===== src/include/icache_params.svh =====
// Top-level cache geometry; NUM_WAY must be a power of two >= 2 and yield at least 2 sets
`ifndef ICACHE_PARAMS_SVH
`define ICACHE_PARAMS_SVH

// ==========================================================================
// Address and capacity
// ==========================================================================

// Fetch address width in bits
`define ICACHE_XLEN 32

// Total data capacity in bits, tags not counted
`define ICACHE_SIZE_BITS 8192

// ==========================================================================
// Line and associativity
// ==========================================================================

// One line, also the width of a lower-memory transfer
`define ICACHE_BLK_BITS 128

// Associativity
`define ICACHE_NUM_WAY 4

`endif


===== src/hdl/icache_pkg.sv =====
// Derived widths follow the macros; capacity / line / ways must be a power of two >= 2
`include "icache_params.svh"

package icache_pkg;

  // ========================================================================
  // Geometry
  // ========================================================================

  localparam int XLEN    = `ICACHE_XLEN;
  localparam int BLK_W   = `ICACHE_BLK_BITS;
  localparam int NUM_WAY = `ICACHE_NUM_WAY;
  localparam int NUM_SET = `ICACHE_SIZE_BITS / `ICACHE_BLK_BITS / `ICACHE_NUM_WAY;

  // Field widths of a fetch address
  localparam int IDX_W = $clog2(NUM_SET);
  localparam int OFF_W = $clog2(BLK_W / 8);
  localparam int TAG_W = XLEN - IDX_W - OFF_W;

  // ========================================================================
  // Types
  // ========================================================================

  typedef logic [BLK_W-1:0]   blk_t;
  typedef logic [NUM_WAY-1:0] way_vec_t;
  // Tree bits in heap order, node 0 is the root
  typedef logic [NUM_WAY-2:0] node_t;
  typedef logic [IDX_W-1:0]   idx_t;

  // Same word seen as a flat address or split for lookup
  typedef union packed {
    logic [XLEN-1:0] raw;
    struct packed {
      logic [TAG_W-1:0] tag;
      idx_t             idx;
      logic [OFF_W-1:0] off;
    } f;
  } icache_addr_u;

endpackage


===== src/hdl/icache_bram.sv =====
// Single port, read-first: a write cycle returns the old word; contents have no reset
module icache_bram
  import icache_pkg::*;
#(
  parameter int DATA_W = 8,
  parameter int DEPTH  = NUM_SET
) (
  input  logic              clk_i,
  input  idx_t              addr_i,
  input  logic              wr_en_i,
  input  logic [DATA_W-1:0] wr_data_i,
  output logic [DATA_W-1:0] rd_data_o
);

  // Storage, one word per set
  logic [DATA_W-1:0] mem_q [DEPTH];

  // Write port
  always_ff @(posedge clk_i) begin
    if (wr_en_i) begin
      mem_q[addr_i] <= wr_data_i;
    end
  end

  // Read port, data one cycle after the address
  always_ff @(posedge clk_i) begin
    rd_data_o <= mem_q[addr_i];
  end

endmodule


===== src/hdl/icache_plru.sv =====
// Tree PLRU; an update is skipped when the node read under it was overwritten last cycle
module icache_plru
  import icache_pkg::*;
(
  input  logic     clk_i,
  input  logic     rst_ni,
  input  idx_t     idx_i,
  input  logic     upd_i,
  input  way_vec_t access_way_i,
  input  logic     flush_active_i,
  output way_vec_t victim_o
);

  localparam int LVLS = $clog2(NUM_WAY);

  node_t node_rd;
  node_t node_wr;
  idx_t  node_addr;
  idx_t  rd_idx_q;
  logic  node_ok_q;
  logic  upd_ok;
  logic  node_we;

  // Walk from the root, bit set means take the right child
  function automatic way_vec_t pick_victim(input node_t n);
    way_vec_t    v;
    int unsigned k;
    v = '0;
    k = 0;
    for (int lvl = 0; lvl < LVLS; lvl++) begin
      k = 2 * k + 1 + n[k];
    end
    v[k-(NUM_WAY-1)] = 1'b1;
    return v;
  endfunction

  // Climb from the leaf, each parent now points at the other subtree
  function automatic node_t touch(input node_t n, input way_vec_t w);
    node_t       r;
    int unsigned k;
    int unsigned p;
    r = n;
    k = NUM_WAY - 1;
    for (int i = 0; i < NUM_WAY; i++) begin
      if (w[i]) k = NUM_WAY - 1 + i;
    end
    for (int lvl = 0; lvl < LVLS; lvl++) begin
      p    = (k - 1) / 2;
      // Came from the left child -> point right
      r[p] = (k == 2 * p + 1);
      k    = p;
    end
    return r;
  endfunction

  // Write back at the set whose nodes are on the read port
  assign upd_ok    = upd_i && node_ok_q && !flush_active_i;
  assign node_we   = flush_active_i || upd_ok;
  assign node_addr = upd_ok ? rd_idx_q : idx_i;
  assign node_wr   = flush_active_i ? '0 : touch(node_rd, access_way_i);
  assign victim_o  = pick_victim(node_rd);

  icache_bram #(
    .DATA_W(NUM_WAY - 1),
    .DEPTH (NUM_SET)
  ) u_node (
    .clk_i    (clk_i),
    .addr_i   (node_addr),
    .wr_en_i  (node_we),
    .wr_data_i(node_wr),
    .rd_data_o(node_rd)
  );

  // Set of the current read data
  always_ff @(posedge clk_i) begin
    rd_idx_q <= node_addr;
  end

  // A write cycle leaves stale nodes on the read port
  always_ff @(posedge clk_i) begin
    if (!rst_ni) begin
      node_ok_q <= 1'b0;
    end else begin
      node_ok_q <= !node_we;
    end
  end

  // Access way comes from the hit vector or from the victim in ctrl
  a_access_onehot: assert property (@(posedge clk_i) disable iff (!rst_ni)
    upd_i |-> $onehot(access_way_i))
    else $error("PLRU access way not one-hot on update");

endmodule


===== config.mk =====
export PLATFORM = sky130hd
export DESIGN_NAME = icache_plru
export DESIGN_NICKNAME = d
export VERILOG_FILES = /design/src/hdl/icache_pkg.sv /design/src/hdl/icache_bram.sv /design/src/hdl/icache_plru.sv
export VERILOG_INCLUDE_DIRS = /design/src /design/src/include
export SDC_FILE = /design/constraint.sdc
export NUM_CORES = 1
export LEC_CHECK = 0
export BUFFER_PORTS_ARGS = -buffer_cell sky130_fd_sc_hd__buf_2
export CAP_MARGIN = 20
export CORE_MARGIN = 3
export CORE_UTILIZATION = 60
export CTS_CLUSTER_DIAMETER = 80
export DETAILED_ROUTE_END_ITERATION = 8
export GPL_TIMING_DRIVEN = 1
export PLACE_DENSITY = 0.89
export RECOVER_POWER = 25
export SLEW_MARGIN = 15
export SYNTH_ARGS = -nofsm -noshare
export SYNTH_HDL_FRONTEND = slang
export SYNTH_HIERARCHICAL = 1
export SYNTH_SLANG_ARGS = --single-unit

===== constraint.sdc =====
create_clock -name clk_i -period 4.9 [get_ports clk_i]
set_input_delay 0.98 -clock clk_i [delete_from_list [all_inputs] [get_ports clk_i]]
set_output_delay 0.98 -clock clk_i [all_outputs]
set_load 0.05 [all_outputs]

### After elaboration in Yosys (flattened, before gate mapping)

Memory sizes are Yosys's and may differ from the RTL's. A register that Yosys moved wholly into a read port is not among the register bits.
Index checks and enable logic that the tools add are counted.

| cells by class | value |
|---|---|
| add/sub/neg operators | 8 |
| order comparisons | 7 |
| equality and inequality tests | 2 |
| multiplexer cells | 17 |
| reductions and logical operators | 8 |

Operator list:

| cell | count |
|---|---|
| adder 32 x 1 -> 32 bit, second input constant | 2 |
| greater-or-equal comparator 31 x 1 -> 1 bit, second input constant | 2 |
| less-than comparator 31 x 3 -> 1 bit, second input constant | 2 |
| equality test 31 x 32 -> 1 bit | 1 |
| equality test 32 bit | 1 |
| greater-or-equal comparator 32 x 1 -> 1 bit, second input constant | 1 |
| less-than comparator 32 x 3 -> 1 bit, second input constant | 1 |
| two-way mux 32 bit | 1 |
| subtractor 31 x 1 -> 32 bit, second input constant | 1 |
| subtractor 32 x 1 -> 32 bit, second input constant | 1 |
| two-way mux 3 bit | 3 |
| bitwise mux 3 bit | 2 |
| demux 1 bit (select 2 bit) | 3 |
| two-way mux 1 bit | 6 |
| subtractor 5 x 2 -> 6 bit, second input constant | 1 |
| adder 4 x 1 -> 5 bit | 1 |
| logical AND 1 bit | 5 |
| adder 3 x 1 -> 4 bit, second input constant | 1 |
| two-way mux 4 bit | 1 |
| less-than comparator 2 x 3 -> 1 bit, second input constant | 1 |
| adder 1 x 1 -> 2 bit, first input constant | 1 |
| binary-select mux 1 bit (select 2 bit) | 1 |
| logical NOT 1 bit | 2 |
| logical OR 1 bit | 1 |

| storage, ports and cells | value |
|---|---|
| register bits after elaboration | 5 |
| memory bits (writable) | 48 |
| input port bits | 12 |
| output and inout bits | 4 |
| word-level logic and storage cells | 45 |
| memories | 1 |

Memory list:

| name | depth | width | rd ports | clocked after Yosys merged registers in | wr ports | line | RTL |
|---|---|---|---|---|---|---|---|
| u_node.mem_q | 16 | 3 | 1 | 1 | 1 | icache_bram.sv:16 | `logic [DATA_W-1:0] mem_q [DEPTH];` |

### Depth between registers and ports, before layout

Gate-level depths: netlist of run 1.

| logic depth | value |
|---|---|
| word-level depth | 11 |
| gate-level depth with buffers | 9 |
| gate-level depth less buffers | 9 |

### Cells and area by module

The synthesis of run 1 kept the hierarchy.

Modules (own cells, without submodules):

| module | times used | cells each | area each (um^2) | sequential area each (um^2) |
|---|---|---|---|---|
| icache_bram | 1 | 107 | 2005.7 | 1501.4 |
| icache_plru | 1 | 53 | 455.4 | 100.1 |

### Worst setup path before layout of run 1

No wires, ideal clock.

| path | value |
|---|---|
| path kind | input to register |
| from | in access_way_i[2] |
| to | mem u_node/mem_q[0][0] (netlist bit), data pin |
| setup time | 0.348 ns |
| arrival | 3.109 ns |
| required time | 4.552 ns |
| slack | 1.444 ns |
| stages | 7 |
| buffers on the path | 0 |
| cells stage by stage | inv_1 -> a21o_1 -> ha_1 -> or4_4 -> a211oi_2 -> nand3_1 -> a221oi_1 |

| between the ends | value |
|---|---|
| longest elaborated chain between the ends | 10 |
| elaborated cells between the ends (all ways) | 21 |
| those cells by class | add/sub: 4; order compare: 4; eq/ne: 2; mux: 9; reduce/logical: 2 |

Ends and longest elaborated chain:

| element | line | RTL |
|---|---|---|
| from (decl) | icache_plru.sv:9 | `input way_vec_t access_way_i,` |
| two-way mux 3 bit (*) | icache_plru.sv:45 | `if (w[i]) k = NUM_WAY - 1 + i;` |
| two-way mux 32 bit (*) | icache_plru.sv:45 |  |
| branches (longest 6 deep; another with subtractor 32 x 1 -> 32 bit) | - |  |
| bitwise mux 3 bit (*) | icache_plru.sv:50 | `r[p] = (k == 2 * p + 1);` |
| two-way mux 3 bit (*) | icache_plru.sv:60 | `assign node_wr = flush_active_i ? '0 : touch(node_rd, access_way_i);` |
| net node_wr[0] | icache_plru.sv:17 | `node_t node_wr;` |
| to (decl) | icache_bram.sv:16 |  |

Mark *: on every way through the listed nets, which the timed path passes.

### Worst setup path in the final report of run 1

| path | value |
|---|---|
| from | in access_way_i[2] |
| to | mem u_node/mem_q[11][1] (netlist bit), data pin |

Same word-level chain as after synthesis.

==> metrics, run 1 <==
row count=22; Worst Hold Class=flop to flop; P&R area growth vs syn=7.371%; Clock transition at path regs=0.10 ns; Post-CTS Hold Buffers=0; Post-synth EDFFs=48; full die area=4906 um2; fin crit share=0.7050; root buf cell=clkbuf_8; CTS Buf Count=5; H-tree level count=2; top-area cell type share of the netlist area=0.5857; leading area contributor after synthesis=edfxtp_1; Initial Utilization=0.6479; Top Usage Layer GRT=met2; First-pass DRT Iterations=4; number of antenna violations at the first check in global routing=0; vias in the first global route=1337; skew final=0.009073 ns; power per standard cell area=350.3 nW/um2; FF+latch count, synth=56; Power Total=925.8 uW; setup violators final=0; Startpoint Class=input pin; critical path data arrival time=3.43 ns; clock sink count=56; Post-Synthesis Cells=160; Antenna Cells=0; postcts setup bufs=0; post-route ant nets=0; die height=70.05 um; first-pass GRT wire length=6630 um; Buffers on Ports=14; Final GP Congestion=0.8354; Max Clock Freq=0.2895 GHz; async set-reset flop share out of synthesis=0; all-layer global routing usage=0.1796; clk_lat worst skew=0.31 ns; Crit path required time=4.88 ns; final hold vios=0; vias per cell=6.054; synth top area cells=edfxtp_1 59%, mux4_2 10%, dfxtp_1 6.5%; RSZ-0062 raised after global routing=false; Total Negative Setup Slacks=0 ns; met3 Use GR=0.05324; Critical path buffers and inverters=2; Lkg Pwr=0.9227 nW; Final nets=193; Max stage delay on crit path=0.84 ns; crit-path max FO=16; reg2reg start=node_ok_q; via count=1356; placed cells=216; met1 GRT Util=0.2209; crit end category=flop; die width=70.05 um; final cell count without fillers=224; clock tree buffer depth=2; post-synthesis sequential area ratio=0.6507; yosys warns=6; Filler Cell Count=264; GRT overflow=0; hold_sp=node_ok_q; WL/cell=17.97 um; dominant synthesized flop cell=edfxtp_1; hpwl dp=2877 um; Peak VDD IR=0.2383 mV; DRC=0; pins over their slew limit=0; max_cap viols=0; Mapped Avg Cell Area=15.38 um2; crit-path cells=buf_2 -> inv_1 -> a21o_1 -> ha_1 -> or4_4 -> a211oi_2 -> mux2i_1 -> a221oi_2; Slew HR=0.3448; CP max stage cell=a221oi_2; post-synthesis cell area=2461 um2; Crit. Startpoint=access_way_i[2]; delay-heaviest family, CP=compound AO/OA/AOI/OAI gates; Netlist cell types=30; io pins=16; layout cells sized above 1=0.1818; largest net degree at the start of global routing=21; final WL=4025 um; GR Layer Usage met2=0.2991; Initial DRC Count=62; outcome=completed; area of the core=3799 um2; post-CTS resize count=0; syn_nets=178; crit path time final=3.454 ns; slew at the pin closest to its max-slew limit=0.9792 ns; CTS tree=yes; Crit Path Category=input pin to flop
## metrics by stage
stage,hold slack (ns),area (um2),setup slack [ns],utilization
global route,0.6841,2643,1.228,0.6957
floorplan,0.4466,2461,1.444,-
detailed placement,0.5979,2554,1.117,0.6723
finish,0.6345,2643,1.446,0.6957
global placement,0.5916,2554,1.322,0.6723
CTS,0.6246,2649,1.411,0.6973
## layer usage
layer  vias up  part of all wire
met2        38              0.52
met1       667              0.42
li1        643                 -
met3         8             0.044
met4         0             0.018
met5         -                 0
## worst paths after layout
check | endpoint | cells after the start | slack (ns)
min | node_ok_q | 2 | 0.63
max reg2reg | u_node/rd_data_o[2] | 5 | 2.41
max | u_node/mem_q[11][1] | 8 | 1.45
min reg2reg | node_ok_q | 2 | 0.63
## report_power, final
part	switching, mW	internal [mW]	total [mW]
clock	0.147	0.105	0.252
combinational	0.0831	0.0425	0.126
sequential	0.00521	0.543	0.548
total	0.235	0.691	0.926
## placed cells by master, fill, tap and decap left out, drive strengths merged
master / n
mux2: 4
or4b: 1
ha: 6
nor2b: 4
buf: 10
inv: 7
or4: 1
a22oi: 3
dfxtp: 8
a32oi: 1
nand3: 9
a21o: 2
o21ai: 1
clkinv: 1
mux4: 12
a211oi: 1
nor3: 7
mux2i: 2
edfxtp: 48
and2: 1
nand2: 8
nand2b: 2
clkbuf: 10
nor2: 19
xor2: 1
a221oi: 2
nand3b: 4
or3b: 1
## layout make-up
cell class | count | area (um2) | area share
clock inverters | 3 | 26.28 | 0.009943
flip-flops and latches | 56 | 1602 | 0.6061
multi-input cells | 92 | 795.8 | 0.3011
clock buffers | 5 | 68.82 | 0.02604
inverters | 5 | 18.77 | 0.007102
repair buffers | 15 | 71.32 | 0.02699
well taps | 48 | 60.06 | 0.02273
## worst register-to-register path, stage by stage (launching register included)
cell and delay [ns]:
dfxtp_1 0.34, nand3b_1 0.17, mux2_1 0.90, mux4_2 0.63, a22oi_1 0.25, nand3_1 0.10
## kinds of logic after synthesis
logic type	after synthesis	share of synthesized area
AND/OR/NAND/NOR	57	0.1159
flip-flops	56	0.6507
multiplexers	18	0.1378
buffers and inverters	12	0.02593
AO/OA/AOI/OAI	10	0.03558
adder cells (fa/ha/maj)	6	0.03050
XOR/XNOR	1	0.003559
## synth_stat cells, types with 2 or more instances
library cell	instances
edfxtp_1	48
mux4_2	11
nand3_1	9
buf_6	2
nand2_1	8
buf_2	3
nand3b_1	4
dfxtp_1	8
mux2_2	4
a22oi_1	3
inv_1	5
a21o_1	2
clkbuf_1	2
nand2b_1	2
nor3_1	7
ha_1	6
nor2b_1	4
nor2_1	19
mux2i_1	2
## flip-flops by register name (all words and copies together), names as in the netlist
| register | cells |
|---|---|
| node_ok_q | 1 |
| u_node/mem_q | 48 |
| u_node/rd_data_o | 3 |
| rd_idx_q | 4 |
No activity file was read; power rests on OpenSTA's default activity.
==> run 2, diff against run 1 <==
- CORE_UTILIZATION: 60 -> 53
- PLACE_DENSITY: 0.89 -> 0.84
- clock period: 4.9 -> 3.15 ns (I/O delays scaled with it)
==> run 2 against run 1 <==
Effect of this change: first-iteration DRC count decreased by 26%; non-clock buffer count is 2 higher; combinational power rose by 60%; largest cell class unchanged; worst setup slack lost 0.97 ns; global-route usage shrank 0.25 points; count of clock-buffer cells in the layout is the same; via count increased by 0.96%; worst hold slack worse by 0.088 ns; sequential cell count unchanged.
==> metrics, run 2 (same netlist as run 1, synthesis figures left out) <==
hold_ws=0.5466 ns (-0.08791 ns); Final nets=195 (+1.0%); Crit. Startpoint=flush_active_i; postcts setup bufs=0 (unchanged); most flop-heavy register=u_node/mem_q; Initial Utilization=0.5575 (-0.09035); slew at the pin closest to its max-slew limit=0.9306 ns (-0.04864 ns); Crit path required time=3.34 ns (-1.54 ns); most frequent cells in the layout=48 x edfxtp_1, 19 x nor2_1, 11 x mux4_2; Total Negative Setup Slacks=0 ns (unchanged); clock sink count=56 (unchanged); Startpoint Class=input pin; Flop pwr share=0.541 (-0.051); DRC=0 (unchanged); Clock transition at path regs=0.09 ns (about the same); die width=74.15 um (+5.9%); H-tree level count=2 (unchanged); leading cell type in the layout, fill and taps excluded=edfxtp_1; max_cap viols=0 (unchanged); worst r2r path cells=5 (unchanged); reg2reg start=node_ok_q; crit path time final=2.670 ns; First-pass DRT Iterations=4 (unchanged); clock power share=0.330 (+0.058); registers with the most flip-flops=u_node/mem_q x48, rd_idx_q x4, u_node/rd_data_o x3; setup violators final=0 (unchanged); Max stage delay on crit path=0.88 ns (+0.04 ns); CTS Buf Count=5 (unchanged); area of placed instances=2574 um2 (+0.78%); Max Clock Freq=0.3746 GHz; P&R area growth vs syn=9.558%; final hold vios=0 (unchanged); outcome=completed; pins over their slew limit=0 (unchanged); post-route ant nets=0 (unchanged); Buffers on Ports=14 (unchanged); largest net degree at the start of global routing=21 (unchanged); vias per cell=5.978 (-1.2%); critical path data arrival time=2.86 ns (-0.57 ns); root buf cell=clkbuf_8; hold_sp=rst_ni; GRT overflow=0 (unchanged); power per standard cell area=584.7 nW/um2 (+67%); crit-path cells=clkbuf_1 -> nand3b_1 -> mux2_1 -> mux4_2 -> a22oi_1 -> nand3_1; full die area=5497 um2 (+12%); row count=24 (+9.1%); crit end category=flop; Worst Hold Class=input pin to flop; Initial DRC Count=46 (-26%); switching part of the total=0.2220 (-0.03196); RSZ-0062 raised after global routing=false; WL/cell=19.04 um (+6.0%); first-pass GRT wire length=6982 um (+5.3%); vias in the first global route=1392 (+4.1%); critical path depth=6 (-2); skew final=0.004639 ns (-0.004434 ns); Peak VDD IR=0.4200 mV (+76%); Logic pwr share=0.128 (-0.008); hold path cells=3 (+1); Post-CTS Hold Buffers=0 (unchanged); via count=1369 (+0.96%); layout cells sized above 1=0.1864 (+0.004622); Psw=350.0 uW (+49%); final WL=4360 um (+8.3%); Internal Power=1.227 mW (+78%); clk_lat worst skew=0.30 ns (about the same); crit-path max FO=20 (+4); io pins=16 (unchanged); final instance area=2696 um2 (+2.0%); Lkg Pwr=0.9468 nW (+2.6%); max reg flops=48 (unchanged); area of the core=4414 um2 (+16%); number of antenna violations at the first check in global routing=0 (unchanged); post-CTS resize count=0 (unchanged); Critical path buffers and inverters=1 (-1); Antenna Cells=0 (unchanged); CTS tree=yes; die height=74.15 um (+5.9%); fin crit share=0.8476; hpwl dp=3110 um (+8.1%); all-layer global routing usage=0.1771 (-0.002463); delay-heaviest family, CP=multiplexers; Slew HR=0.3796 (+0.03484); Crit Path Category=input pin to flop; Final GP Congestion=0.8237 (-1.4%); clock tree buffer depth=2 (unchanged); CP max stage cell=mux2_1
==> run 2: worst paths after layout <==
| path | to | slack, ns |
|---|---|---|
| min | node_ok_q | 0.55 |
| min reg2reg | node_ok_q | 0.66 |
| max | u_node/rd_data_o[1] | 0.48 |
| max reg2reg | u_node/rd_data_o[1] | 0.71 |
==> run 2: power groups by stage <==
stage                     combinational [mW]  sequential [mW]  clock [mW]
after floorplan                        0.150            0.867           0
after global placement                 0.194            0.869           0
final                                  0.202            0.854       0.521
after CTS                              0.206            0.854       0.525
after global routing                   0.221            0.855       0.566
after detailed placement               0.205            0.871           0
==> run 2: area by class of cell <==
type	count	area [um2]
repair buffers	17	86.33
inverters	5	18.77
clock buffers	5	68.82
flip-flops and latches	56	1602
clock inverters	2	60.06
multi-input cells	92	795.8
well taps	52	65.06
fillers	331	1718
==> run 2: routing by layer <==
layer  track usage  share of wire  vias to the layer above
met3       0.05541          0.058                        9
met4       0.05433          0.020                        0
met5             0              0                        -
met1        0.2133           0.41                      677
met2        0.3061           0.51                       43
li1              -              -                      640
==> run 2: through the flow <==
stage / worst slack [ns] / utilization / power, mW / instances
floorplan: 0.04368 / - / 1.017 / 160
global placement: 0.3026 / 0.5831 / 1.063 / 222
detailed placement: 0.2117 / 0.5831 / 1.076 / 222
CTS: 0.5127 / 0.6122 / 1.584 / 229
global route: 0.2744 / 0.6108 / 1.642 / 229
finish: 0.4801 / 0.6108 / 1.577 / 229
==> run 2: worst reg2reg max path: stages, from the launching register on <==
cell and delay [ns]:
dfxtp_1 0.34, nand3b_1 0.17, mux2_1 0.88, mux4_2 0.64, a22oi_1 0.20, nand3_1 0.10
