<file path="config.mk">
export PLATFORM = sky130hd
export DESIGN_NAME = icache_ctrl
export DESIGN_NICKNAME = d
export VERILOG_FILES = /design/src/hdl/icache_pkg.sv /design/src/hdl/icache_ctrl.sv
export VERILOG_INCLUDE_DIRS = /design/src /design/src/include
export SDC_FILE = /design/constraint.sdc
export NUM_CORES = 1
export LEC_CHECK = 0
export BUFFER_PORTS_ARGS = -buffer_cell sky130_fd_sc_hd__buf_2
export CAP_MARGIN = 20
export CORE_AREA = 5 5 243 245
export DETAILED_ROUTE_END_ITERATION = 16
export DIE_AREA = 0 0 248 250
export PLACE_DENSITY = 0.4
export SLEW_MARGIN = 0
export SYNTH_ARGS = -nofsm -noshare
export SYNTH_HDL_FRONTEND = slang
export SYNTH_SLANG_ARGS = --single-unit
</file>
<file path="constraint.sdc">
create_clock -name clk_i -period 5.8 [get_ports clk_i]
set_clock_uncertainty 0.15 [all_clocks]
set_input_delay 1.16 -clock clk_i [delete_from_list [all_inputs] [get_ports clk_i]]
set_output_delay 1.16 -clock clk_i [all_outputs]
set_load 0.1 [all_outputs]
</file>
<file path="src/include/icache_params.svh">
// Top-level cache geometry; NUM_WAY must be a power of two >= 2 and yield at least 2 sets
`ifndef ICACHE_PARAMS_SVH
`define ICACHE_PARAMS_SVH

// ==========================================================================
// Address and capacity
// ==========================================================================

// Fetch address width in bits
`define ICACHE_XLEN 32

// Total data capacity in bits, tags not counted
`define ICACHE_SIZE_BITS 8192

// ==========================================================================
// Line and associativity
// ==========================================================================

// One line, also the width of a lower-memory transfer
`define ICACHE_BLK_BITS 128

// Associativity
`define ICACHE_NUM_WAY 4

`endif

</file>
<file path="src/hdl/icache_pkg.sv">
// Derived widths follow the macros; capacity / line / ways must be a power of two >= 2
`include "icache_params.svh"

package icache_pkg;

  // ========================================================================
  // Geometry
  // ========================================================================

  localparam int XLEN    = `ICACHE_XLEN;
  localparam int BLK_W   = `ICACHE_BLK_BITS;
  localparam int NUM_WAY = `ICACHE_NUM_WAY;
  localparam int NUM_SET = `ICACHE_SIZE_BITS / `ICACHE_BLK_BITS / `ICACHE_NUM_WAY;

  // Field widths of a fetch address
  localparam int IDX_W = $clog2(NUM_SET);
  localparam int OFF_W = $clog2(BLK_W / 8);
  localparam int TAG_W = XLEN - IDX_W - OFF_W;

  // ========================================================================
  // Types
  // ========================================================================

  typedef logic [BLK_W-1:0]   blk_t;
  typedef logic [NUM_WAY-1:0] way_vec_t;
  // Tree bits in heap order, node 0 is the root
  typedef logic [NUM_WAY-2:0] node_t;
  typedef logic [IDX_W-1:0]   idx_t;

  // Same word seen as a flat address or split for lookup
  typedef union packed {
    logic [XLEN-1:0] raw;
    struct packed {
      logic [TAG_W-1:0] tag;
      idx_t             idx;
      logic [OFF_W-1:0] off;
    } f;
  } icache_addr_u;

endpackage

</file>
<file path="src/hdl/icache_ctrl.sv">
// Request after a cached fill re-reads the arrays for one cycle; flush_i ignored during a sweep
module icache_ctrl
  import icache_pkg::*;
(
  input  logic             clk_i,
  input  logic             rst_ni,
  input  logic             flush_i,
  input  logic             req_valid_i,
  input  icache_addr_u     req_addr_i,
  input  logic             req_uncached_i,
  input  logic             pipe_ready_i,
  input  logic             hit_i,
  input  way_vec_t         hit_vec_i,
  input  blk_t             hit_blk_i,
  input  way_vec_t         victim_i,
  input  logic             mem_gnt_i,
  input  logic             mem_rsp_valid_i,
  input  blk_t             mem_rsp_blk_i,
  output idx_t             idx_o,
  output logic [TAG_W-1:0] req_tag_o,
  output logic             fill_o,
  output way_vec_t         fill_way_o,
  output blk_t             fill_blk_o,
  output logic             flush_active_o,
  output logic             plru_upd_o,
  output way_vec_t         access_way_o,
  output logic             res_valid_o,
  output logic             res_ready_o,
  output logic             res_miss_o,
  output blk_t             res_blk_o,
  output logic             mem_req_valid_o,
  output icache_addr_u     mem_req_addr_o,
  output logic             mem_req_uncached_o
);

  logic         flush_q;
  idx_t         flush_idx_q;
  logic         req_valid_q;
  icache_addr_u req_addr_q;
  logic         req_unc_q;
  logic         ack_q;
  logic         data_ok_q;
  logic         lookup;
  logic         hit;
  logic         miss;
  logic         rsp_done;
  logic         load;
  idx_t         rd_idx;

  // ========================================================================
  // Lookup state
  // ========================================================================

  // Array output belongs to the registered request
  assign lookup   = req_valid_q && data_ok_q && !flush_q;
  assign hit      = lookup && hit_i;
  assign miss     = lookup && !hit_i;
  // Memory answer for the pending miss
  assign rsp_done = miss && mem_rsp_valid_i;

  // Not ready while sweeping, re-reading or waiting on memory
  assign res_ready_o = !flush_q && !(req_valid_q && !data_ok_q) && (!miss || mem_rsp_valid_i);
  assign load        = res_ready_o && pipe_ready_i;

  // Read the incoming set when the register frees up, so hits stream
  assign rd_idx = (!req_valid_q || load) ? req_addr_i.f.idx : req_addr_q.f.idx;
  // Writes win the single array port
  assign idx_o  = flush_q ? flush_idx_q : (fill_o ? req_addr_q.f.idx : rd_idx);

  // ========================================================================
  // Array and PLRU controls
  // ========================================================================

  // Uncached lines are never allocated
  assign fill_o         = rsp_done && !req_unc_q;
  assign fill_way_o     = victim_i;
  assign fill_blk_o     = mem_rsp_blk_i;
  assign req_tag_o      = req_addr_q.f.tag;
  assign flush_active_o = flush_q;
  // Touch on delivered hits and on allocations
  assign plru_upd_o     = (hit && pipe_ready_i) || fill_o;
  assign access_way_o   = hit ? hit_vec_i : victim_i;

  // ========================================================================
  // Response and memory side
  // ========================================================================

  assign res_valid_o        = pipe_ready_i && (hit || rsp_done);
  assign res_miss_o         = miss;
  assign res_blk_o          = rsp_done ? mem_rsp_blk_i : hit_blk_i;
  // Held until granted, then quiet until the response
  assign mem_req_valid_o    = miss && !ack_q;
  assign mem_req_addr_o     = req_addr_q;
  assign mem_req_uncached_o = req_unc_q;

  // Request register; a sweep drops whatever it holds
  always_ff @(posedge clk_i) begin
    if (!rst_ni) begin
      req_valid_q <= 1'b0;
    end else if (flush_q) begin
      req_valid_q <= 1'b0;
    end else if (load) begin
      req_valid_q <= req_valid_i;
    end
  end

  // Request payload
  always_ff @(posedge clk_i) begin
    if (load && req_valid_i) begin
      req_addr_q <= req_addr_i;
      req_unc_q  <= req_uncached_i;
    end
  end

  // Array data goes stale after any write cycle
  always_ff @(posedge clk_i) begin
    if (!rst_ni) begin
      data_ok_q <= 1'b0;
    end else begin
      data_ok_q <= !(flush_q || fill_o);
    end
  end

  // Grant seen, response still due
  always_ff @(posedge clk_i) begin
    if (!rst_ni) begin
      ack_q <= 1'b0;
    end else if (mem_rsp_valid_i) begin
      ack_q <= 1'b0;
    end else if (mem_req_valid_o && mem_gnt_i) begin
      ack_q <= 1'b1;
    end
  end

  // Sweep, one set per cycle, also started by reset
  always_ff @(posedge clk_i) begin
    if (!rst_ni) begin
      flush_q     <= 1'b1;
      flush_idx_q <= '0;
    end else if (flush_q) begin
      if (flush_idx_q == idx_t'(NUM_SET - 1)) begin
        flush_q     <= 1'b0;
        flush_idx_q <= '0;
      end else begin
        flush_idx_q <= flush_idx_q + idx_t'(1);
      end
    end else begin
      flush_q <= flush_i;
    end
  end

  // Request and address stay put until the memory grants
  a_req_held: assert property (@(posedge clk_i) disable iff (!rst_ni)
    mem_req_valid_o && !mem_gnt_i && !mem_rsp_valid_i && !flush_i
    |=> mem_req_valid_o && $stable(mem_req_addr_o))
    else $error("Memory request dropped before grant");

endmodule

</file>
; ---- Word-level counts from Yosys, hierarchy flattened
; Index checks and enable logic that the tools add are counted.
[totals]
ff_bits = 41
latchBits = 0
mem_bits_rw = 0
rom_bits = 0
inputBits = 305
word_cells = 49
memories = 0
[classes]
n_addsub = 1
multipliers = 0
div_mod_pow = 0
order_cmp = 0
eq_ne = 1
shifts = 0
muxes = 8
bitwise_logic = 1
reduce_logical = 31
[op_table]
columns = cell, count
row1 = $mux W128, 1
row2 = $mux W4, 5
row3 = $logic_and A1 B1 Y1, 15
row4 = $logic_not A1 Y1, 9
row5 = $logic_or A1 B1 Y1, 5
row6 = $add A4 B1 Y4 const B, 1
row7 = $eq A4 B4 Y1 const B, 1
row8 = $reduce_or A2 Y1, 2
row9 = $mux W1, 2
row10 = $not A1 Y1, 1

; ---- Logic depth before layout (Yosys ltp)
; Gate-level depths: netlist of run 1.
[logic_depth]
word_depth = 11
depth_mapped = 7
mapped_depth_nobuf = 6

; ---- Worst setup path before layout of run 1
; No wires, ideal clock.
[synth_path]
path_type = input to output
from = in hit_i
to = out idx_o[0]
t_arrival_ns = 4.398
t_required_ns = 4.490
slack_ns = 0.092
path_stages = 6
cell_sequence = nand4bb_4 -> inv_2 -> nand3b_1 -> inv_1 -> o21ai_0 -> a21oi_1
[synth_rtl]
columns = element, line_no
row1 = start: declaration, icache_ctrl.sv:12  ; input logic hit_i,
row2 = $logic_not A1 Y1, icache_ctrl.sv:57  ; assign miss = lookup && !hit_i;
row3 = $logic_and A1 B1 Y1, icache_ctrl.sv:57
row4 = net res_miss_o, icache_ctrl.sv:29  ; output logic res_miss_o,
row5 = $logic_and A1 B1 Y1, icache_ctrl.sv:59  ; assign rsp_done = miss && mem_rsp_valid_i;
row6 = $logic_and A1 B1 Y1, icache_ctrl.sv:75  ; assign fill_o = rsp_done && !req_unc_q;
row7 = net fill_o, icache_ctrl.sv:21  ; output logic fill_o,
row8 = $mux W4 (2 in a row), icache_ctrl.sv:68  ; assign idx_o = flush_q ? flush_idx_q : (fill_o ? req_addr_q.f.idx : rd_idx);
row9 = end: declaration, icache_ctrl.sv:19  ; output idx_t idx_o,
; The timed path passes the listed nets, and every way through them passes these cells.

; ---- Worst setup path in the final report of run 1
[layout_path]
from = in hit_i
to = out res_blk_o[117]
[layout_via]
elab_chain_len = 4
[layout_rtl]
columns = element, line_no
row1 = $logic_not A1 Y1, icache_ctrl.sv:57
row2 = $logic_and A1 B1 Y1, icache_ctrl.sv:57
row3 = $logic_and A1 B1 Y1, icache_ctrl.sv:59
row4 = $mux W128, icache_ctrl.sv:90  ; assign res_blk_o = rsp_done ? mem_rsp_blk_i : hit_blk_i;
row5 = end: declaration, icache_ctrl.sv:30  ; output blk_t res_blk_o,
; Every way passes these cells.

==> impl_metrics.json, run 1 <==
{
  "status": "complete, no violations",
  "cts_resized": 0,
  "ioPinCount": 637,
  "cp_data_required_time_ns": 4.49,
  "cp_slowest_cell": "buf_4",
  "globalplace.congestion": 0.880,
  "power_frac_clock": 0.165,
  "ys.flop_type": "edfxtp_1",
  "ir_worst_vdd_mv": 0.176,
  "swShare": 0.594,
  "cpMostUsedCell": "buf_2",
  "drt-pass1-iter-count": 4,
  "r2r_slack_ns": 3.80,
  "area_delta_synth_final_pct": 63.7,
  "antenna_found_initial": 12,
  "postCtsSetupRepairBufs": 0,
  "startpoint_type": "input port",
  "rows": 88,
  "ys_seq_area_frac": 0.243,
  "synth_warnings": 0,
  "rr_worst_depth": 5,
  "grt_max_degree": 85,
  "yosysTopAreaCellShare": 0.346,
  "syn_nets": 707,
  "initial_core_util": 0.0831,
  "power_frac_seq": 0.194,
  "core_sq_um": 56900,
  "rsz0062_at_grt": "no",
  "cts.clk_slew.worst_paths_ns": 0.06,
  "drive_gt1_frac": 0.891,
  "post-route-drc-count": 0,
  "layout_min_cycle_time_ns": 4.71,
  "viasPerCell": 2.96,
  "internal_power_mw": 0.673,
  "cts_tree": "yes",
  "port_buffers": 636,
  "crit_chain": "buf_2 -> nand4bb_4 -> inv_2 -> nand2_8 -> buf_4 -> mux2_4 -> buf_2",
  "cts.hold.buffers_added": 0,
  "yosysTopAreaCell": "mux2_4",
  "hold-path-cell-count": 2,
  "clkSinkCount": 41,
  "antenna_left": 0,
  "min_from": "ack_q$_SDFFE_PP0P_",
  "synth_cell_type_count": 29,
  "synth_area_sq_um": 4730,
  "end_kind": "output pin",
  "clock_path_buffers": 2,
  "finalHoldViolCount": 0,
  "numCtsBuffers": 5,
  "ys_ff_latch": 41,
  "cpPeakStageDelay_ns": 0.46,
  "synth_commonest_cells": "buf_4, mux2_4, edfxtp_1",
  "die_x_um": 248,
  "total_power_mw": 1.66,
  "dpl.hpwl_mm": 29.2,
  "path_max_fanout": 84,
  "p_leak_nw": 4.27,
  "setup_viol": 0,
  "die_y_um": 250,
  "critPathKind": "input port to output pin",
  "synth_area_leaders": "mux2_4, buf_4, edfxtp_1, mux2_2, dfxtp_1",
  "hold_class": "flip-flop to flip-flop",
  "nets": 1184,
  "gr-usage-all-layers": 0.0917,
  "slew-limit-headroom": 0.323,
  "finalMaxSlewViolations": 0,
  "rr_startpoint": "data_ok_q$_SDFF_PN0_",
  "p_comb_frac": 0.642,
  "dr.first_iter.drc_count": 159,
  "postSynthCellCount": 401,
  "routed_wl_mm": 32.0,
  "grt_pass1_wl_mm": 40.0,
  "avgSynthCellArea_sq_um": 11.8,
  "cp.arrival_ns": 3.40,
  "cts_root_buf": "clkbuf_16",
  "synth_edf_count": 33,
  "power_density_nw_per_um2": 214,
  "p_switching_mw": 0.987,
  "max_freq_mhz": 212,
  "rr_endpoint": "mem_req_addr_o[1]$_DFFE_PP_",
  "worstHoldEndpoint": "ack_q$_SDFFE_PP0P_",
  "drv_cap": 0,
  "dieArea_sq_um": 62000,
  "yosysMostFrequentCell": "buf_4",
  "final.period_utilization": 0.813,
  "grt_overflow": 0,
  "clk_latency_ns": 0.28,
  "async_flop_share": 0,
  "vias": 4878,
  "grt_pass1_vias": 5075,
  "fin_tns_setup_ns": 0,
  "worstMarginPinSlew_ns": 1.02,
  "wire_per_inst_um": 19.4,
  "htreeDepth": 2
}
## cell type report
class	instances	area, sq um
Tap cell	765	957
Multi-Input combinational cell	184	2240
Inverter	4	15.0
Clock inverter	2	11.3
Sequential cell	41	1150
Fill cell	6529	49200
Timing Repair Buffer	642	3230
Clock buffer	6	129
Antenna cell	5	12.5
## worst max-delay path by stage
stage | start | to | slack [ns] | depth (start not counted)
global route | hit_i | res_blk_o[117] | 1.02 | 7
detailed placement | hit_i | res_blk_o[117] | 1.08 | 7
CTS | hit_i | res_blk_o[117] | 1.08 | 7
finish | hit_i | res_blk_o[117] | 1.09 | 7
global placement | hit_i | res_blk_o[117] | 1.11 | 7
floorplan | hit_i | idx_o[0] | 0.09 | 6
## stage by stage
stage / hold WS (ns) / setup WS [ns] / utilization / instances / area [sq um]
final: 0.372 / 1.09 / 0.136 / 1649 / 7740
after global routing: 0.418 / 1.02 / 0.136 / 1645 / 7730
after CTS: 0.383 / 1.08 / 0.136 / 1644 / 7730
after detailed placement: 0.374 / 1.08 / 0.133 / 1636 / 7590
after global placement: 0.358 / 1.11 / 0.133 / 1636 / 7590
after floorplan: 0.338 / 0.0921 / - / 401 / 4730
## layer usage
layer / global-route usage / part of all wire / vias to the layer above
li1: - / - / 2209
met1: 0.0940 / 0.34 / 2244
met2: 0.176 / 0.52 / 393
met3: 0.0366 / 0.13 / 28
met4: 0.0155 / 0.016 / 4
met5: 0 / 0.00084 / -
## critical path: cells and delay by family
kind          cells  cell delay (ns)
simple gates      2             0.59
mux               1             0.21
buf+inv           4             1.18
## power groups by stage
| stage | sequential, mW | clock, mW | combinational, mW |
|---|---|---|---|
| final | 0.322 | 0.274 | 1.07 |
| after global routing | 0.322 | 0.297 | 1.10 |
| after CTS | 0.321 | 0.286 | 1.08 |
| after detailed placement | 0.328 | 0 | 1.08 |
| after global placement | 0.328 | 0 | 1.08 |
| after floorplan | 0.327 | 0 | 0.883 |
## flip-flops by register name (all words and copies together), names as in the netlist
signal,cells
ack_q,1
data_ok_q,1
flush_active_o,1
flush_idx_q,4
mem_req_addr_o,32
mem_req_uncached_o,1
req_valid_q,1
## logic make-up after synthesis
| kind of cell | share of synthesized area |
|---|---|
| AOI/OAI and AO/OA | 0.0270 |
| and+or+nand+nor | 0.0341 |
| xor gates and xnor gates | 0.00185 |
| DFF | 0.243 |
| muxes | 0.405 |
| adders and majority gates | 0.00265 |
| buffers and inverters | 0.286 |
## layout by cell type (no fill, tap or decap), drive strengths merged, types with 2 or more instances in the layout
cell    count
nand3       2
dfxtp       8
o21ai       9
diode       5
nor2b       7
nand2b      2
nand2       4
edfxtp     33
clkbuf      6
nor2        2
and2        2
mux2      132
buf       642
inv         4
a31oi       4
a21oi      10
mux2i       2
(Power assumes the default switching activity.)
==> inputs of run 2 (changes only) <==
--- a/config.mk
+++ b/config.mk
@@ -8,10 +8,10 @@
 export LEC_CHECK = 0
 export BUFFER_PORTS_ARGS = -buffer_cell sky130_fd_sc_hd__buf_2
 export CAP_MARGIN = 20
-export CORE_AREA = 5 5 243 245
+export CORE_AREA = 5 5 244 246
 export DETAILED_ROUTE_END_ITERATION = 16
-export DIE_AREA = 0 0 248 250
-export PLACE_DENSITY = 0.4
+export DIE_AREA = 0 0 249 251
+export PLACE_DENSITY = 0.41
 export SLEW_MARGIN = 0
 export SYNTH_ARGS = -nofsm -noshare
 export SYNTH_HDL_FRONTEND = slang
==> constraint.sdc (replaced) <==
create_clock -name clk_i -period 3.85 [get_ports clk_i]
set_clock_uncertainty 0.15 [all_clocks]
set_input_delay 0.77 -clock clk_i [delete_from_list [all_inputs] [get_ports clk_i]]
set_output_delay 0.77 -clock clk_i [all_outputs]
set_load 0.1 [all_outputs]
==> impl_metrics.json, run 2 (same netlist as run 1, synthesis figures left out) <==
{
  "cts_resized": 0,
  "multi_input_area_sq_um": 2290,
  "place_ws_ns": 0.395,
  "fin_tns_setup_ns": 0,
  "nets": 1197,
  "ir_worst_vdd_mv": 0.177,
  "path_max_fanout": 32,
  "setup_viol": 0,
  "clkSinkCount": 41,
  "final_cell_mix": "buf_2, mux2_4, buf_12, edfxtp_1, mux2_2",
  "viasPerCell": 2.95,
  "clk_latency_ns": 0.28,
  "critPathKind": "input port to output pin",
  "drt-pass1-iter-count": 4,
  "seq_area_sq_um": 1150,
  "cts.hold.buffers_added": 0,
  "rsz0062_at_grt": "no",
  "max_freq_mhz": 293,
  "ioPinCount": 637,
  "gr-usage-all-layers": 0.0942,
  "finalMaxSlewViolations": 0,
  "htreeDepth": 2,
  "vias": 4917,
  "cts_root_buf": "clkbuf_16",
  "clock_path_buffers": 2,
  "drv_cap": 0,
  "wire_per_inst_um": 19.5,
  "grt_pass1_vias": 5288,
  "finalHoldViolCount": 0,
  "largest_reg_flops": 32,
  "post-route-drc-count": 0,
  "postCtsSetupRepairBufs": 0,
  "die_y_um": 251,
  "top_layer": "met5",
  "antenna_left": 0,
  "startpoint_type": "input port",
  "met2_length_mm": 16.8,
  "worstMarginPinSlew_ns": 0.576,
  "dieArea_sq_um": 62500,
  "dpl.hpwl_mm": 29.6,
  "globalplace.congestion": 0.912,
  "port_buffers": 636,
  "dr.first_iter.drc_count": 186,
  "grt_max_degree": 33,
  "fillers": 6356,
  "drive_gt1_frac": 0.904,
  "area_delta_synth_final_pct": 96.7,
  "cts.clk_slew.worst_paths_ns": 0.06,
  "antenna_found_initial": 10,
  "fin_ws_ns": 0.436,
  "end_kind": "output pin",
  "hold_class": "flip-flop to flip-flop",
  "fin_util": 0.163,
  "wl_met3_mm": 3.00,
  "die_x_um": 249,
  "final_common_cell": "buf_2",
  "numCtsBuffers": 5,
  "final.period_utilization": 0.887,
  "grt_overflow": 0,
  "power_density_nw_per_um2": 289,
  "routed_wl_mm": 32.5,
  "wl_met1_mm": 12.0,
  "p_leak_nw": 4.83,
  "grt_pass1_wl_mm": 42.4,
  "initial_core_util": 0.0828,
  "core_sq_um": 57100,
  "rows": 88,
  "cp.arrival_ns": 2.49,
  "cp_data_required_time_ns": 2.93,
  "status": "complete, no violations",
  "cts_tree": "yes",
  "layout_min_cycle_time_ns": 3.41,
  "slew-limit-headroom": 0.618
}
run 2: cell types whose count changed in the layout (fill, tap and decap cells not counted), sizes merged:
| cell | change |
|---|---|
| buf | +13 |
| diode | +3 |
| clkbuf | -1 |
| clkinv | +1 |
| clkinvlp | +1 |
| inv | -1 |
run 2: worst paths after layout:
path | startpoint | to | slack, ns | cells after the start
worst max-delay path | hit_i | res_blk_o[37] | 0.44 | 8
worst max register to register | data_ok_q$_SDFF_PN0_ | mem_req_addr_o[11]$_DFFE_PP_ | 1.77 | 5
worst min register to register | ack_q$_SDFFE_PP0P_ | ack_q$_SDFFE_PP0P_ | 0.38 | 2
worst min-delay path | ack_q$_SDFFE_PP0P_ | ack_q$_SDFFE_PP0P_ | 0.38 | 2
run 2: metrics by stage:
step                      cells  instance area [sq um]  total power [mW]  hold WS (ns)
after floorplan             401                   4790              1.83         0.338
after global placement     1649                   9140              2.31         0.359
after detailed placement   1649                   9140              2.31         0.372
after CTS                  1657                   9280              2.73         0.385
after global routing       1659                   9290              2.78         0.389
final                      1665                   9300              2.69         0.383
run 2: final cells by class:
| class | instances | share of cell area |
|---|---|---|
| repair buffers | 655 | 0.507 |
| multi-input cells | 184 | 0.246 |
| flip-flops and latches | 41 | 0.124 |
| well taps | 765 | 0.103 |
| clock buffers | 5 | 0.0134 |
| inverters | 4 | 0.00229 |
| diodes | 8 | 0.00215 |
| clock inverters | 3 | 0.00188 |
run 2: where the power goes:
part / total (mW) / leakage (nW) / switching, mW / internal (mW)
Clock: 0.404 / 0.0696 / 0.167 / 0.237
Sequential: 0.484 / 0.361 / 0.00363 / 0.481
Combinational: 1.80 / 4.40 / 1.35 / 0.453
run 2: routing by layer:
layer / vias up / track usage
met4: 2 / 0.0241
met3: 27 / 0.0340
li1: 2235 / -
met1: 2272 / 0.102
met5: - / 0
met2: 381 / 0.175
run 2: critical path, stage by stage:
cell and delay [ns]:
buf_2 0.11, nand4bb_4 0.24, inv_4 0.12, nand2_8 0.23
buf_12 0.31, buf_4 0.19, mux2_4 0.32, buf_12 0.17
